[config.mk]
export PLATFORM = sky130hd
export DESIGN_NAME = cpu85_top
export DESIGN_NICKNAME = d
export VERILOG_FILES = /design/src/hw/bus_cycle_pkg.sv /design/src/hw/cpu85_isa_pkg.sv /design/src/hw/cpu85_top.sv /design/src/hw/bus_unit.sv /design/src/hw/alu8.sv /design/src/hw/reg_file.sv /design/src/hw/instr_decoder.sv /design/src/hw/cycle_sequencer.sv
export VERILOG_INCLUDE_DIRS = /design/src /design/src/include
export SDC_FILE = /design/constraint.sdc
export NUM_CORES = 1
export LEC_CHECK = 0
export ABC_AREA = 1
export BUFFER_PORTS_ARGS = -buffer_cell sky130_fd_sc_hd__buf_2
export CORE_MARGIN = 2
export CORE_UTILIZATION = 57
export DETAILED_ROUTE_END_ITERATION = 10
export PLACE_DENSITY = 0.88
export SYNTH_ARGS = -nofsm -noshare
export SYNTH_HDL_FRONTEND = slang
export SYNTH_SLANG_ARGS = --single-unit
[constraint.sdc]
create_clock -name clk -period 6.4 [get_ports clk]
set_input_delay 1.28 -clock clk [delete_from_list [all_inputs] [get_ports clk]]
set_output_delay 1.28 -clock clk [all_outputs]
set_load 0.05 [all_outputs]
[src/include/cpu85_cfg.svh]
`ifndef CPU85_CFG_SVH
`define CPU85_CFG_SVH

`define CPU85_DATA_W   8        // data bus and register width
`define CPU85_ADDR_W   16       // address bus width
`define CPU85_RESET_PC 16'h0000 // first fetch after reset

// register slots, code 6 is M and code 7 is A
`define CPU85_NUM_REGS 8

`endif
[src/hw/bus_cycle_pkg.sv]
`default_nettype none

package bus_cycle_pkg;

	// TT is the halt state
	typedef enum logic [2:0] {
		TR, T1, T2, TW, T3, T4, TT
	} t_state_t;

	typedef enum logic [1:0] {
		OPFETCH, MEMREAD, MEMWRITE, HALT
	} mcycle_t;

	// {inta_n, wr_n, rd_n, iom_n, s1, s0}
	typedef logic [5:0] stat_ctl_t;

	localparam int SC_S0    = 0;
	localparam int SC_S1    = 1;
	localparam int SC_IOM_N = 2;
	localparam int SC_RD_N  = 3;
	localparam int SC_WR_N  = 4;

	localparam stat_ctl_t CYC_OF   = 6'b110011; // opcode fetch
	localparam stat_ctl_t CYC_MR   = 6'b110010; // memory read
	localparam stat_ctl_t CYC_MW   = 6'b101001; // memory write
	localparam stat_ctl_t CYC_HALT = 6'b111100; // halt, also idle pins

endpackage

`default_nettype wire

[src/hw/cpu85_isa_pkg.sv]
`default_nettype none

package cpu85_isa_pkg;

	// same order as opcode bits 5..3
	typedef enum logic [2:0] {
		ADD, ADC, SUB, SBB, ANA, XRA, ORA, CMP
	} alu_op_t;

	typedef logic [2:0] reg_idx_t;

	localparam reg_idx_t REG_H = 3'd4;
	localparam reg_idx_t REG_L = 3'd5;
	localparam reg_idx_t REG_M = 3'd6; // memory through HL
	localparam reg_idx_t REG_A = 3'd7;

	typedef enum logic [2:0] {
		NOP, HLT, MOV, MVI, ALU_REG, ALU_IMM
	} instr_class_t;

	typedef logic [7:0] flags_t;

	localparam int FLAG_S  = 7;
	localparam int FLAG_Z  = 6;
	localparam int FLAG_AC = 4;
	localparam int FLAG_P  = 2;
	localparam int FLAG_CY = 0;

	localparam flags_t FLAG_MASK = 8'b11010101;

endpackage

`default_nettype wire

[src/hw/cpu85_top.sv]
`timescale 1ns/1ps
`default_nettype none
`include "cpu85_cfg.svh"

module cpu85_top (
	input  wire                      clk,
	input  wire                      rst,
	input  wire [`CPU85_DATA_W-1:0]  i_din,
	input  wire                      i_ready,
	output wire [`CPU85_ADDR_W-1:0]  o_addr,
	output wire                      o_ale,
	output wire [`CPU85_DATA_W-1:0]  o_dout,
	output wire                      o_rd_n,
	output wire                      o_wr_n,
	output wire                      o_iom_n,
	output wire                      o_s1,
	output wire                      o_s0,
	output wire                      o_halt
);
	import cpu85_isa_pkg::*;
	import bus_cycle_pkg::*;

	t_state_t                  t_state;
	mcycle_t                   cycle;
	logic                      ir_load;
	logic                      opnd_load;
	logic                      exec;
	logic                      pc_inc;
	instr_class_t              cls;
	reg_idx_t                  dst;
	reg_idx_t                  src;
	alu_op_t                   alu_op;
	logic [1:0]                cycles;
	logic                      wr_last;
	logic                      is_hlt;
	logic                      mem_src;
	logic [`CPU85_DATA_W-1:0]  acc;
	logic [`CPU85_DATA_W-1:0]  src_val;
	logic [`CPU85_DATA_W-1:0]  store_val;
	logic [`CPU85_DATA_W-1:0]  alu_res;
	logic [`CPU85_ADDR_W-1:0]  hl;
	flags_t                    flags;
	flags_t                    alu_flags;

	cycle_sequencer u_seq (
		.clk         (clk),
		.rst         (rst),
		.i_ready     (i_ready),
		.i_cycles    (cycles),
		.i_wr_last   (wr_last),
		.i_is_hlt    (is_hlt),
		.o_t_state   (t_state),
		.o_cycle     (cycle),
		.o_ir_load   (ir_load),
		.o_opnd_load (opnd_load),
		.o_exec      (exec),
		.o_pc_inc    (pc_inc)
	);

	instr_decoder u_dec (
		.clk       (clk),
		.rst       (rst),
		.i_ir_load (ir_load),
		.i_din     (i_din),
		.o_class   (cls),
		.o_dst     (dst),
		.o_src     (src),
		.o_alu_op  (alu_op),
		.o_cycles  (cycles),
		.o_wr_last (wr_last),
		.o_is_hlt  (is_hlt),
		.o_mem_src (mem_src)
	);

	reg_file u_regs (
		.clk         (clk),
		.rst         (rst),
		.i_exec      (exec),
		.i_opnd_load (opnd_load),
		.i_din       (i_din),
		.i_class     (cls),
		.i_dst       (dst),
		.i_src       (src),
		.i_mem_src   (mem_src),
		.i_alu_res   (alu_res),
		.i_alu_flags (alu_flags),
		.o_acc       (acc),
		.o_src_val   (src_val),
		.o_hl        (hl),
		.o_flags     (flags),
		.o_store_val (store_val)
	);

	alu8 u_alu (
		.i_op    (alu_op),
		.i_a     (acc),
		.i_b     (src_val),
		.i_cy    (flags[FLAG_CY]),
		.o_res   (alu_res),
		.o_flags (alu_flags)
	);

	bus_unit u_bus (
		.clk         (clk),
		.rst         (rst),
		.i_t_state   (t_state),
		.i_cycle     (cycle),
		.i_pc_inc    (pc_inc),
		.i_hl        (hl),
		.i_store_val (store_val),
		.i_mem_src   (mem_src),
		.o_addr      (o_addr),
		.o_ale       (o_ale),
		.o_dout      (o_dout),
		.o_rd_n      (o_rd_n),
		.o_wr_n      (o_wr_n),
		.o_iom_n     (o_iom_n),
		.o_s1        (o_s1),
		.o_s0        (o_s0),
		.o_halt      (o_halt)
	);

endmodule

`default_nettype wire

[src/hw/bus_unit.sv]
`timescale 1ns/1ps
`default_nettype none
`include "cpu85_cfg.svh"

module bus_unit (
	input  wire                       clk,
	input  wire                       rst,
	input  bus_cycle_pkg::t_state_t   i_t_state,
	input  bus_cycle_pkg::mcycle_t    i_cycle,
	input  wire                       i_pc_inc,
	input  wire [`CPU85_ADDR_W-1:0]   i_hl,
	input  wire [`CPU85_DATA_W-1:0]   i_store_val,
	input  wire                       i_mem_src,
	output logic [`CPU85_ADDR_W-1:0]  o_addr,
	output logic                      o_ale,
	output logic [`CPU85_DATA_W-1:0]  o_dout,
	output logic                      o_rd_n,
	output logic                      o_wr_n,
	output logic                      o_iom_n,
	output logic                      o_s1,
	output logic                      o_s0,
	output logic                      o_halt
);
	import bus_cycle_pkg::*;

	logic [`CPU85_ADDR_W-1:0] pc;
	logic [`CPU85_DATA_W-1:0] dout_q;
	logic                     hl_cycle; // data cycle addressed by HL
	logic                     strobe;   // rd/wr window
	stat_ctl_t                stat;

	assign hl_cycle = (i_cycle == MEMWRITE) || ((i_cycle == MEMREAD) && i_mem_src);

	// immediates advance the PC, HL reads do not
	always_ff @(posedge clk or posedge rst) begin
		if (rst)
			pc <= `CPU85_RESET_PC;
		else if (i_pc_inc && !hl_cycle)
			pc <= pc + 1'b1;
	end

	// write data latched in T1, valid on the pins from T2
	always_ff @(posedge clk) begin
		if (i_t_state == T1)
			dout_q <= i_store_val;
	end

	always_comb begin
		case (i_cycle)
			OPFETCH: stat = CYC_OF;
			MEMREAD: stat = CYC_MR;
			MEMWRITE: stat = CYC_MW;
			default: stat = CYC_HALT;
		endcase
		if (i_t_state == TR)
			stat = CYC_HALT; // pins idle before the first T1
	end

	assign strobe = (i_t_state == T2) || (i_t_state == TW) || (i_t_state == T3);

	assign o_addr = hl_cycle ? i_hl : pc;
	assign o_ale = (i_t_state == T1);
	assign o_dout = dout_q;
	assign o_rd_n = stat[SC_RD_N] | ~strobe;
	assign o_wr_n = stat[SC_WR_N] | ~strobe;
	assign o_iom_n = stat[SC_IOM_N];
	assign o_s1 = stat[SC_S1];
	assign o_s0 = stat[SC_S0];
	assign o_halt = (i_t_state == TT);

endmodule

`default_nettype wire

[src/hw/alu8.sv]
`timescale 1ns/1ps
`default_nettype none
`include "cpu85_cfg.svh"

module alu8 (
	input  cpu85_isa_pkg::alu_op_t    i_op,
	input  wire [`CPU85_DATA_W-1:0]   i_a,
	input  wire [`CPU85_DATA_W-1:0]   i_b,
	input  wire                       i_cy,
	output logic [`CPU85_DATA_W-1:0]  o_res,
	output cpu85_isa_pkg::flags_t     o_flags
);
	import cpu85_isa_pkg::*;

	logic                     is_sub;
	logic                     use_cy;
	logic                     c0;
	logic [`CPU85_DATA_W-1:0] b_op;
	logic [`CPU85_DATA_W:0]   sum;
	logic [4:0]               nib;   // low nibble add for AC
	logic                     cy;
	logic                     ac;
	flags_t                   fl;

	assign is_sub = (i_op == SUB) || (i_op == SBB) || (i_op == CMP);
	assign use_cy = (i_op == ADC) || (i_op == SBB);
	assign b_op = is_sub ? ~i_b : i_b; // subtract by adding the complement
	assign c0 = is_sub ? ~(use_cy & i_cy) : (use_cy & i_cy);
	assign sum = {1'b0, i_a} + {1'b0, b_op} + {{`CPU85_DATA_W{1'b0}}, c0};
	assign nib = {1'b0, i_a[3:0]} + {1'b0, b_op[3:0]} + {4'b0000, c0};

	always_comb begin
		case (i_op)
			ANA: begin
				o_res = i_a & i_b;
				cy = 1'b0;
				ac = i_a[3] | i_b[3]; // 8085 behaviour
			end
			XRA: begin
				o_res = i_a ^ i_b;
				cy = 1'b0;
				ac = 1'b0;
			end
			ORA: begin
				o_res = i_a | i_b;
				cy = 1'b0;
				ac = 1'b0;
			end
			default: begin
				o_res = sum[`CPU85_DATA_W-1:0];
				cy = sum[`CPU85_DATA_W] ^ is_sub; // borrow on subtract
				ac = nib[4];
			end
		endcase
	end

	always_comb begin
		fl = '0;
		fl[FLAG_S] = o_res[`CPU85_DATA_W-1];
		fl[FLAG_Z] = (o_res == '0);
		fl[FLAG_AC] = ac;
		fl[FLAG_P] = ~^o_res; // even parity
		fl[FLAG_CY] = cy;
	end

	assign o_flags = fl & FLAG_MASK;

endmodule

`default_nettype wire

[src/hw/reg_file.sv]
`timescale 1ns/1ps
`default_nettype none
`include "cpu85_cfg.svh"

module reg_file (
	input  wire                          clk,
	input  wire                          rst,
	input  wire                          i_exec,
	input  wire                          i_opnd_load,
	input  wire [`CPU85_DATA_W-1:0]      i_din,
	input  cpu85_isa_pkg::instr_class_t  i_class,
	input  cpu85_isa_pkg::reg_idx_t      i_dst,
	input  cpu85_isa_pkg::reg_idx_t      i_src,
	input  wire                          i_mem_src,
	input  wire [`CPU85_DATA_W-1:0]      i_alu_res,
	input  cpu85_isa_pkg::flags_t        i_alu_flags,
	output logic [`CPU85_DATA_W-1:0]     o_acc,
	output logic [`CPU85_DATA_W-1:0]     o_src_val,
	output logic [`CPU85_ADDR_W-1:0]     o_hl,
	output cpu85_isa_pkg::flags_t        o_flags,
	output logic [`CPU85_DATA_W-1:0]     o_store_val
);
	import cpu85_isa_pkg::*;

	logic [`CPU85_DATA_W-1:0] regs [`CPU85_NUM_REGS]; // slot M holds the memory operand
	flags_t                   flags;
	logic                     from_bus;
	logic                     is_load;
	logic                     is_alu;
	logic                     is_cmp;

	assign from_bus = i_mem_src || (i_class == MVI) || (i_class == ALU_IMM);
	assign is_load = ((i_class == MOV) || (i_class == MVI)) && (i_dst != REG_M);
	assign is_alu = (i_class == ALU_REG) || (i_class == ALU_IMM);
	assign is_cmp = (alu_op_t'(i_dst) == CMP); // alu op sits in the dst field

	always_ff @(posedge clk or posedge rst) begin
		if (rst) begin
			for (int i = 0; i < `CPU85_NUM_REGS; i++)
				regs[i] <= '0;
			flags <= '0;
		end else begin
			if (i_opnd_load)
				regs[REG_M] <= i_din;
			if (i_exec) begin
				if (is_load)
					regs[i_dst] <= o_src_val;
				if (is_alu) begin
					flags <= i_alu_flags;
					if (!is_cmp)
						regs[REG_A] <= i_alu_res; // CMP keeps A
				end
			end
		end
	end

	assign o_acc = regs[REG_A];
	assign o_src_val = from_bus ? i_din : regs[i_src]; // bus data used in its own T3
	assign o_hl = {regs[REG_H], regs[REG_L]};
	assign o_flags = flags;
	// MVI M has src code 6 so it stores the operand temp
	assign o_store_val = regs[i_src];

endmodule

`default_nettype wire

[src/hw/instr_decoder.sv]
`timescale 1ns/1ps
`default_nettype none
`include "cpu85_cfg.svh"

module instr_decoder (
	input  wire                          clk,
	input  wire                          rst,
	input  wire                          i_ir_load,
	input  wire [`CPU85_DATA_W-1:0]      i_din,
	output cpu85_isa_pkg::instr_class_t  o_class,
	output cpu85_isa_pkg::reg_idx_t      o_dst,
	output cpu85_isa_pkg::reg_idx_t      o_src,
	output cpu85_isa_pkg::alu_op_t       o_alu_op,
	output logic [1:0]                   o_cycles,  // cycles after the fetch
	output logic                         o_wr_last,
	output logic                         o_is_hlt,
	output logic                         o_mem_src
);
	import cpu85_isa_pkg::*;

	logic [`CPU85_DATA_W-1:0] ir;
	logic                     dst_m;
	logic                     src_m;
	logic                     low_110; // immediate forms end in 110

	always_ff @(posedge clk or posedge rst) begin
		if (rst)
			ir <= '0; // decodes as NOP
		else if (i_ir_load)
			ir <= i_din;
	end

	assign o_dst = ir[5:3];
	assign o_src = ir[2:0];
	assign o_alu_op = alu_op_t'(ir[5:3]);
	assign dst_m = (o_dst == REG_M);
	assign src_m = (o_src == REG_M);
	assign low_110 = (ir[2:0] == 3'b110);

	// top two bits pick the group
	always_comb begin
		case (ir[7:6])
			2'b00: o_class = low_110 ? MVI : NOP; // rest of group unsupported
			2'b01: o_class = (dst_m && src_m) ? HLT : MOV;
			2'b10: o_class = ALU_REG;
			default: o_class = low_110 ? ALU_IMM : NOP;
		endcase
	end

	always_comb begin
		o_cycles = 2'd0;
		o_wr_last = 1'b0;
		o_mem_src = 1'b0;
		case (o_class)
			MOV: begin
				o_cycles = (dst_m || src_m) ? 2'd1 : 2'd0;
				o_wr_last = dst_m;
				o_mem_src = src_m;
			end
			MVI: begin
				o_cycles = dst_m ? 2'd2 : 2'd1; // operand read, then store
				o_wr_last = dst_m;
			end
			ALU_REG: begin
				o_cycles = {1'b0, src_m};
				o_mem_src = src_m;
			end
			ALU_IMM: o_cycles = 2'd1;
			default: o_cycles = 2'd0;
		endcase
	end

	assign o_is_hlt = (o_class == HLT);

endmodule

`default_nettype wire

[src/hw/cycle_sequencer.sv]
`timescale 1ns/1ps
`default_nettype none

module cycle_sequencer (
	input  wire                     clk,
	input  wire                     rst,
	input  wire                     i_ready,
	input  wire [1:0]               i_cycles,  // machine cycles after the fetch
	input  wire                     i_wr_last,
	input  wire                     i_is_hlt,
	output bus_cycle_pkg::t_state_t o_t_state,
	output bus_cycle_pkg::mcycle_t  o_cycle,
	output logic                    o_ir_load,
	output logic                    o_opnd_load,
	output logic                    o_exec,
	output logic                    o_pc_inc
);
	import bus_cycle_pkg::*;

	t_state_t   state;
	t_state_t   state_nx;
	mcycle_t    cyc;
	mcycle_t    cyc_nx;
	logic [1:0] remain;    // cycles left, current one included
	logic [1:0] remain_nx;

	// kind of the next machine cycle given how many are left
	function automatic mcycle_t kind_for(input logic [1:0] left, input logic wr_last);
		if (left == 2'd0)
			return OPFETCH;
		if (left == 2'd1 && wr_last)
			return MEMWRITE; // only the last cycle can write
		return MEMREAD;
	endfunction

	always_comb begin
		state_nx = state;
		cyc_nx = cyc;
		remain_nx = remain;
		case (state)
			TR: state_nx = T1;
			T1: state_nx = T2;
			T2, TW: state_nx = i_ready ? T3 : TW; // wait while not ready
			T3: begin
				if (cyc == OPFETCH) begin
					state_nx = T4;
				end else begin
					state_nx = T1;
					remain_nx = remain - 2'd1;
					cyc_nx = kind_for(remain_nx, i_wr_last);
				end
			end
			T4: begin
				if (i_is_hlt) begin
					state_nx = TT;
					cyc_nx = HALT;
				end else begin
					state_nx = T1;
					remain_nx = i_cycles; // plan of the new instruction
					cyc_nx = kind_for(i_cycles, i_wr_last);
				end
			end
			default: state_nx = TT; // halted until reset
		endcase
	end

	always_ff @(posedge clk or posedge rst) begin
		if (rst) begin
			state <= TR;
			cyc <= OPFETCH;
			remain <= 2'd0;
		end else begin
			state <= state_nx;
			cyc <= cyc_nx;
			remain <= remain_nx;
		end
	end

	assign o_t_state = state;
	assign o_cycle = cyc;
	assign o_ir_load = (state == T3) && (cyc == OPFETCH);
	assign o_opnd_load = (state == T3) && (cyc == MEMREAD);
	// single cycle ops run in T4, the rest on their last read
	assign o_exec = ((state == T4) && (i_cycles == 2'd0)) ||
		((state == T3) && (cyc == MEMREAD) && (remain == 2'd1));
	assign o_pc_inc = (state == T3) && ((cyc == OPFETCH) || (cyc == MEMREAD));

endmodule

`default_nettype wire

* Word-level counts from Yosys, hierarchy flattened
Cells that the tools add are included.
Word-level totals: bits in registers 104, latch bits 0, RAM bits 0, ROM bits 0, bits of input ports 11, output and inout port bits 31, word-level logic and storage cells 163, memories 0
Cells by class: add/subtract/negate cells 4, multiply operators 0, div/mod/pow operators 0, $lt $le $gt $ge 3, equal/unequal tests 29, shift operators 0, muxes and demuxes 60, bitwise operators 12, reductions and logical operators 40
Operators with widths (count):
- $bwmux 64 | 1
- $mux 8 | 8
- $mux 16 | 3
- $eq 3x3->1 const B | 10
- $mux 2 | 15
- $bmux 8 s3 | 1
- $demux 8 s3 | 1
- $pmux 8 s3 | 1
- $mux 1 | 19
- $eq 3x2->1 const B | 6
- $add 16x1->16 const B | 1
- $pmux 3 s5 | 1
- $pmux 5 s3 | 1
- $logic_or 1x1->1 | 13
- $logic_and 1x1->1 | 12
- $mux 3 | 4
- $eq 2x1->1 const B | 5
- $add 8x8->9 | 1
- $add 9x1->9 | 1
- $eq 3x1->1 const B | 3
- $pmux 3 s3 | 1
- $and 8x8->8 | 1
- $ge 4x4->1 const B | 2
- $logic_not 2->1 | 4
- other kinds (23) | 33

* Logic depth before layout (Yosys ltp)
Gate-level depths: netlist (run 1).
word-level depth 18, gate-level depth with buffers 21, gate-level depth less buffers 19

* By module
A second synthesis (run 1) with hierarchy kept.
Unflattened totals: cell total of the unflattened synthesis 1090, area total of the unflattened synthesis 7845.0 sq um
Modules (own cells, without submodules):
- reg_file | times used 1, cells an instance 536, area each 4081.4 sq um, sequential area each 1801.7 sq um
- bus_unit | times used 1, cells an instance 195, area each 1406.3 sq um, sequential area each 640.6 sq um
- alu8 | times used 1, cells an instance 222, area each 1295.0 sq um, sequential area each 0.0 sq um
- instr_decoder | times used 1, cells an instance 64, area each 544.3 sq um, sequential area each 200.2 sq um
- cycle_sequencer | times used 1, cells an instance 73, area each 518.0 sq um, sequential area each 175.2 sq um

* Worst setup path after synthesis (run 1)
Ideal clock, no wire load.
kind register to output, start point reg u_seq.state[1] (netlist: u_seq.o_t_state[1]), end point out o_ale, data arrival time 2.066 ns, required time 5.120 ns, slack 3.054 ns, stages on the path, launching flop included 2, path buffers 0, cells stage by stage dfrtp_1 nor3_1
On the way: word-level cells in the longest chain between the ends 1
Ends and longest elaborated chain:
- start: declaration | line cycle_sequencer.sv:20 | t_state_t state;
- start signal: assignment | line cycle_sequencer.sv:73 | state <= state_nx;
- $eq 3x1->1 | line bus_unit.sv:62 | assign o_ale = (i_t_state == T1);
- end: declaration | line cpu85_top.sv:11 | output wire o_ale,
No other way between the ends.

* Worst setup path after layout (run 1)
start point reg u_dec.ir[0], end point out o_addr[8]
On the way: word-level cells in the longest chain between the ends 10, elaborated cells between the ends (all ways) 13, those cells by class eq/ne (3); mux (6); reduce/logical (4)
Ends and longest elaborated chain:
- start: declaration | line instr_decoder.sv:21 | logic [`CPU85_DATA_W-1:0] ir;
- start signal: assignment | line instr_decoder.sv:30 | ir <= i_din;
- $eq 3x3->1 (*) | line instr_decoder.sv:37, instr_decoder.sv:38
- $logic_and 1x1->1 | line instr_decoder.sv:44 | 2'b01: o_class = (dst_m && src_m) ? HLT : MOV;
- $mux 2 | line instr_decoder.sv:44
- $pmux 3 s3 | line instr_decoder.sv:42 | case (ir[7:6])
- $eq 3x2->1 / $eq 3x3->1 (equally long branches) | line instr_decoder.sv:54 | case (o_class)
- $reduce_or 2->1 (no line)
- $mux 1 (*) | line instr_decoder.sv:54
- $logic_and 1x1->1 (*) | line bus_unit.sv:32 | assign hl_cycle = (i_cycle == MEMWRITE) || ((i_cycle == MEMREAD) && i_mem_src);
- $logic_or 1x1->1 (*) | line bus_unit.sv:32
- $mux 16 (*) | line bus_unit.sv:61 | assign o_addr = hl_cycle ? i_hl : pc;
- end: declaration | line cpu85_top.sv:10 | output wire [`CPU85_ADDR_W-1:0] o_addr,
Every way passes the cells marked *; elsewhere a longest branch is shown, timed or not.

==> results of run 1 <==
[worst max path at each step]
| stage | to | startpoint |
|---|---|---|
| floorplan | u_bus.pc[0] | rst |
| global placement | u_regs.o_acc[6] | u_dec.ir[0] |
| detailed placement | u_regs.o_acc[6] | u_dec.ir[0] |
| CTS | o_addr[7] | u_dec.ir[0] |
| global route | u_regs.o_acc[6] | u_dec.ir[0] |
| finish | o_addr[8] | u_dec.ir[0] |
[sequential cells by signal, summed over array words and instances, names as in the netlist]
register and flops:
u_bus.o_dout 8, u_bus.pc 16, u_dec.ir 8, u_regs.o_acc 8, u_regs.o_flags 1, u_regs.o_hl 16
u_regs.regs 40, u_seq.o_cycle 2, u_seq.o_t_state 3, u_seq.remain 2
[cells in the final DEF (no fill, tap or decap), types with 2 or more instances in the layout]
cell type,n
nand2_2,3
xor2_1,22
fa_1,2
nor2_4,3
nor2_1,65
a31oi_1,2
edfxtp_1,8
nor3_1,7
nand3_1,87
nand2_1,342
nand2_4,4
bufinv_16,3
ha_1,27
a21oi_1,16
o21ai_1,64
nand3b_1,3
clkinv_1,4
o21ai_0,14
inv_2,14
o211ai_1,4
inv_1,91
nand3_4,6
nand4_1,4
dfrtp_1,96
buf_2,41
o21ai_2,15
clkbuf_16,9
buf_4,3
[final cells by class]
cell class / instances / area (um2) / share of cell area (%)
clock buffers: 11 / 242.7 / 3.307
inverters: 110 / 415.4 / 5.659
flip-flops and latches: 104 / 2643 / 36.00
clock inverters: 5 / 103.9 / 1.415
repair buffers: 44 / 227.7 / 3.102
well taps: 143 / 178.9 / 2.437
multi-input cells: 696 / 3530 / 48.08
[metrics by stage]
stage | std cells | area, um2 | setup WS, ns | hold WS, ns | util (%)
6_report | 1113 | 7341 | 2.433 | 0.4814 | 63.74
5_1_grt | 1113 | 7341 | 2.154 | 0.5006 | 63.74
4_1_cts | 1113 | 7341 | 2.464 | 0.4783 | 63.74
3_5_place_dp | 1097 | 6994 | 2.672 | 0.4620 | 60.73
3_3_place_gp | 1097 | 6994 | 2.787 | 0.4546 | 60.73
2_1_floorplan | 938 | 6771 | 2.615 | 0.4429 | -
[per-layer routing]
metal  track usage (%)  share of wire, %  vias to the layer above
met5                 0                 0                        -
met4             13.66               4.3                        0
met3             6.642               8.8                       76
met2             45.10                45                      340
met1             36.97                42                     2846
li1                  -                 -                     3039
[kinds of logic (layout without fill, tap and decap cells)]
kind of cell / Yosys count / count (layout) / share of synthesized area (%)
simple gates: 526 / 526 / 33.59
buf+inv: 138 / 170 / 8.906
compound gates: 119 / 119 / 10.05
flops: 104 / 104 / 39.02
fa+ha+maj: 29 / 29 / 5.580
xor+xnor: 22 / 22 / 2.845
[critical path, delay by kind of cell, from the launching register on]
kind,cells,cell delay (ns)
AO/OA/AOI/OAI,2,0.59
buffers and inverters,2,0.37
flip-flops,1,0.70
AND/OR/NAND/NOR,4,0.68
==> impl_metrics.json, run 1 <==
{
  "status": "complete, but fails checks",
  "violations": "design-rule violations",
  "r2r_slack_ns": 2.56,
  "vias": 6301,
  "synth_cells": 938,
  "wl_mm": 17.41,
  "crit_slowest_cell": "dfrtp_1",
  "core_area_um2": 11520,
  "period_minus_slack_ns": 3.967,
  "h-tree-depth": 3,
  "worst_path_largest_cell_delay_ns": 0.70,
  "syn_area_um2": 6771,
  "r2r-start": "u_dec.ir[0]",
  "postCtsSetupBuffers": 0,
  "gp_congestion": 1.056,
  "yosys-top-cells-area": "dfrtp_1, nand2_1, nand3_1",
  "drc": 5,
  "hold_viol": 0,
  "finalSetupTns_ns": 0,
  "cts-resized-gates": 0,
  "initial_utilization_pct": 58.80,
  "die_area_um2": 12770,
  "synthArstFlopShare_pct": 92.31,
  "min_period_over_period_pct": 61.98,
  "worstPathCellList": "nor2_8, inv_2, nor3_1, nand2_1, o21ai_2, nand2_1, o21ai_1, buf_2",
  "die_h_um": 113.0,
  "area_growth_pct": 8.407,
  "synth.top_cells.by_count": "nand2_1, dfrtp_1, inv_1",
  "crit_path_end_kind": "output port",
  "grt_first_pass_wirelength_mm": 28.80,
  "layout-drive-gt1-share_pct": 11.13,
  "postRouteAntennaNets": 0,
  "min-delay-path-class": "flip-flop to flip-flop",
  "ys_types": 35,
  "yosysTopAreaCell": "dfrtp_1",
  "setup_viol": 0,
  "synth.top_cell.area_share_pct": 35.48,
  "grt.overflow.total": 0,
  "ys.flop_type": "dfrtp_1",
  "clk_latency_ns": 0.35,
  "fmax_ghz": 0.2521,
  "n_antenna_cell": 0,
  "min_from": "u_regs.regs[14]",
  "max_slew_margin_pct": 25.92,
  "viasPerCell": 5.661,
  "finalMaxSlewViolations": 0,
  "root_buffer": "clkbuf_16",
  "grt_antenna_before_repair": 0,
  "path_common_cell": "nand2_1",
  "clkSinkCount": 104,
  "arrival_ns": 2.69,
  "first_iter_violations": 681,
  "max-clock-path-buffers": 2,
  "start_kind": "flip-flop",
  "io_buffer_count": 41,
  "cap_violations": 0,
  "crit_fanout": 32,
  "final.setup_skew_ns": 0.008067,
  "ys_ff_latch": 104,
  "worst_pin_slew_ns": 1.111,
  "min_path_cells": 2,
  "rsz0062_at_grt": "false",
  "rr_worst_depth": 18,
  "fin_nets": 1005,
  "clk_pin_slew_ns": 0.07,
  "io_pins": 42,
  "synth_warnings": 0,
  "placementRows": 39,
  "synth.yosys.seq_area_share_pct": 39.02,
  "cts_tree": "built",
  "track_usage_pct": 28.40,
  "yosysMostFrequentCell": "nand2_1",
  "wl_per_cell_um": 15.64,
  "crit_type": "flip-flop to output port",
  "nFillCells": 960,
  "die_width_um": 113.0,
  "grt_max_degree": 85,
  "synth_edf_count": 8,
  "syn_nets": 978,
  "cts_buffers": 9,
  "cp.required_ns": 5.12,
  "avgSynthCellArea_um2": 7.219,
  "grt_pass1_vias": 5913,
  "drt-pass1-iter-count": 9,
  "reg2reg_to": "u_regs.o_acc[6]",
  "dp_hpwl_mm": 12.45,
  "whs_endpoint": "u_regs.regs[14]",
  "hold_buffers": 0
}
Power of run 1 is not shown: default switching activity piles up to over one toggle a cycle in this logic, so the estimate is an artifact.
==> inputs of run 2 (changes only) <==
--- a/config.mk
+++ b/config.mk
@@ -6,10 +6,10 @@
 export SDC_FILE = /design/constraint.sdc
 export NUM_CORES = 1
 export LEC_CHECK = 0
-export ABC_AREA = 1
+export ABC_AREA = 0
 export BUFFER_PORTS_ARGS = -buffer_cell sky130_fd_sc_hd__buf_2
 export CORE_MARGIN = 2
-export CORE_UTILIZATION = 57
+export CORE_UTILIZATION = 55
 export DETAILED_ROUTE_END_ITERATION = 10
 export PLACE_DENSITY = 0.88
 export SYNTH_ARGS = -nofsm -noshare
==> constraint.sdc (replaced) <==
create_clock -name clk -period 3.3 [get_ports clk]
set_input_delay 0.66 -clock clk [delete_from_list [all_inputs] [get_ports clk]]
set_output_delay 0.66 -clock clk [all_outputs]
set_load 0.05 [all_outputs]
==> run 2 against run 1 <==
  * The flow finishes with violations (negative setup slack)
  * Clock skew down 0.00078 ns
  * Design area up 5.7%
  * Sequential share of layout area down 1.9 points
  * Sequential cell count unchanged
  * Register-to-register slack worse by 2.9 ns
  * Wire length up 12%
  * Critical path depth up 5
  * Setup slack worse by 2.7 ns
  * Non-clock buffer count up 79
  * Highest routed layer is now met5
==> impl_metrics.json, run 2 <==
{
  "hold_viol": 0,
  "fin_nets": 683,
  "wl_per_cell_um": 24.76,
  "rsz0062_at_grt": "true",
  "postRouteAntennaNets": 0,
  "hold_buffers": 0,
  "synth_warnings": 0,
  "synth.yosys.seq_area_share_pct": 42.17,
  "dp.cells": 752,
  "max_slew_margin_pct": 24.89,
  "layout-drive-gt1-share_pct": 45.75,
  "dpl-instance-area_um2": 7071,
  "finalMaxSlewViolations": 0,
  "synth.top_cell.area_share_pct": 38.34,
  "io_pins": 42,
  "min-delay-path-class": "input pin to async pin",
  "worst_pin_slew_ns": 1.127,
  "yosysMostFrequentCell": "dfrtp_1",
  "final.setup_skew_ns": 0.007290,
  "synth.top_cells.by_count": "dfrtp_1, mux2_2, ha_1",
  "initial_utilization_pct": 57.05,
  "fin_area_um2": 7757,
  "wl_mm": 19.49,
  "seq_area_um2": 2645,
  "max-clock-path-buffers": 2,
  "ys_ff_latch": 104,
  "crit_path_end_kind": "flip-flop",
  "multiInputGateArea_um2": 3655,
  "peakVddDrop_mv": 0.3857,
  "core_area_um2": 10980,
  "syn_area_um2": 6266,
  "nFillCells": 678,
  "setup_viol": 8,
  "fmax_ghz": 0.2779,
  "crit_type": "flip-flop to flip-flop",
  "grt_first_pass_wirelength_mm": 29.93,
  "crit_fanout": 4,
  "area_growth_pct": 23.80,
  "status": "complete, but fails checks",
  "die_area_um2": 12260,
  "dp_hpwl_mm": 12.33,
  "grt_pass1_vias": 5461,
  "viasPerCell": 6.724,
  "synthArstFlopShare_pct": 92.31,
  "die_h_um": 110.7,
  "io_buffer_count": 41,
  "drc": 0,
  "grt_antenna_before_repair": 1,
  "power_leakage_nw": 3.542,
  "stdcell_count": 787,
  "period_minus_slack_ns": 3.598,
  "finalWorstSetupSlack_ns": -0.2981,
  "synth_edf_count": 8,
  "yosysTopAreaCell": "dfrtp_1",
  "n_antenna_cell": 0,
  "grt.overflow.total": 0,
  "clkSinkCount": 104,
  "placementRows": 38,
  "first_iter_violations": 578,
  "track_usage_pct": 31.47,
  "die_width_um": 110.7,
  "regMostFlops": "u_regs.regs",
  "cap_violations": 0,
  "min_period_over_period_pct": 109.0,
  "violations": "negative setup slack",
  "h-tree-depth": 3,
  "clk_latency_ns": 0.36,
  "avgSynthCellArea_um2": 11.80,
  "largest_reg_flops": 40,
  "cp.required_ns": 3.57,
  "synth_cells": 531,
  "start_kind": "flip-flop",
  "layout_commonest_cell": "dfrtp_1",
  "root_buffer": "clkbuf_16",
  "cts_tree": "built",
  "syn_nets": 571,
  "vias": 5292,
  "power.density_nw_per_um2": 319.9,
  "grt_max_degree": 97,
  "clk_pin_slew_ns": 0.07,
  "yosys-top-cells-area": "dfrtp_1, mux2_2, ha_1",
  "gp_congestion": 0.9170,
  "arrival_ns": 3.86,
  "ys_types": 66,
  "cts_buffers": 9,
  "most-common-layout-cells": "dfrtp_1, mux2_2, buf_4",
  "drt-pass1-iter-count": 5,
  "ys.flop_type": "dfrtp_1"
}
## run 2: worst paths after layout
| check | start | end | slack, ns | depth (start not counted) |
|---|---|---|---|---|
| worst max-delay path | u_dec.ir[2] | u_regs.o_acc[6] | -0.30 | 13 |
| worst min-delay path | rst | u_bus.pc[0] | 0.40 | 3 |
| worst max register to register | u_dec.ir[2] | u_regs.o_acc[6] | -0.30 | 13 |
| worst min register to register | u_bus.pc[15] | u_bus.pc[15] | 0.48 | 1 |
| max in group asynchronous | rst | u_dec.ir[1] | 2.48 | 3 |
| min in group clk | u_bus.pc[15] | u_bus.pc[15] | 0.48 | 1 |
## run 2: logic make-up after synthesis
| group | count (synthesis) | share of synthesized area (%) |
|---|---|---|
| muxes | 114 | 23.30 |
| xor gates and xnor gates | 27 | 3.774 |
| and+or+nand+nor | 123 | 11.70 |
| buffers and inverters | 50 | 3.574 |
| AOI/OAI and AO/OA | 84 | 9.445 |
| DFF | 104 | 42.17 |
| adders and majority gates | 29 | 6.030 |
## run 2: worst max-delay path: stages (launching register included)
cell      delay (ns)
dfrtp_2         0.42
mux4_2          0.56
mux2_4          0.30
mux2i_4         0.17
clkinv_2        0.11
xnor2_2         0.15
fa_2            0.39
fa_2            0.39
a21oi_4         0.17
o211ai_1        0.14
buf_4           0.17
xnor2_1         0.12
a22o_1          0.19
a221oi_2        0.21
## run 2: final cells by class
cell class / count / area share [%]
clock buffer: 10 / 3.226
clock inverter: 5 / 0.8710
inverter: 28 / 1.419
multi-input combinational: 377 / 47.11
sequential: 104 / 34.10
tap: 140 / 2.258
timing repair buffer: 123 / 11.02
## run 2: stage by stage
stage | utilization, % | setup TNS [ns] | hold slack, ns | setup WS, ns | total power [mW]
floorplan | - | -0.3893 | 0.4402 | -0.2228 | 1.339
global placement | 64.38 | -0.4160 | 0.4542 | -0.1375 | 1.361
detailed placement | 64.38 | -1.199 | 0.4778 | -0.2938 | 1.363
CTS | 69.26 | -0.8728 | 0.4332 | -0.2793 | 2.487
global route | 70.63 | -2.260 | 0.4642 | -0.4327 | 2.541
finish | 70.63 | -1.443 | 0.4020 | -0.2981 | 2.482
## run 2: repair_timing
item	in CTS	in global routing
cloned	0	1
hold endpoints to repair	0	0
setup buffers	13	6
pin swaps	9	7
resized for setup	26	22
setup endpoints to repair	8	24
## run 2: where the power goes
part / internal, mW / switching (mW) / total (mW) / leakage, nW
Combinational: 0.0113 / 0.0338 / 0.0450 / 2.06
Clock: 0.644 / 0.499 / 1.14 / 0.157
Sequential: 1.29 / 0.00317 / 1.29 / 1.32
Total: 1.95 / 0.536 / 2.48 / 3.54
## run 2: layer usage
metal / vias to the layer above / share of wire [%] / track usage (%)
met5: - / 0.067 / 0
met3: 127 / 9.1 / 7.053
met1: 2611 / 35 / 37.69
met2: 365 / 49 / 52.76
met4: 2 / 6.6 / 17.42
li1: 2187 / - / -
Power figures use the tool's default switching activity.
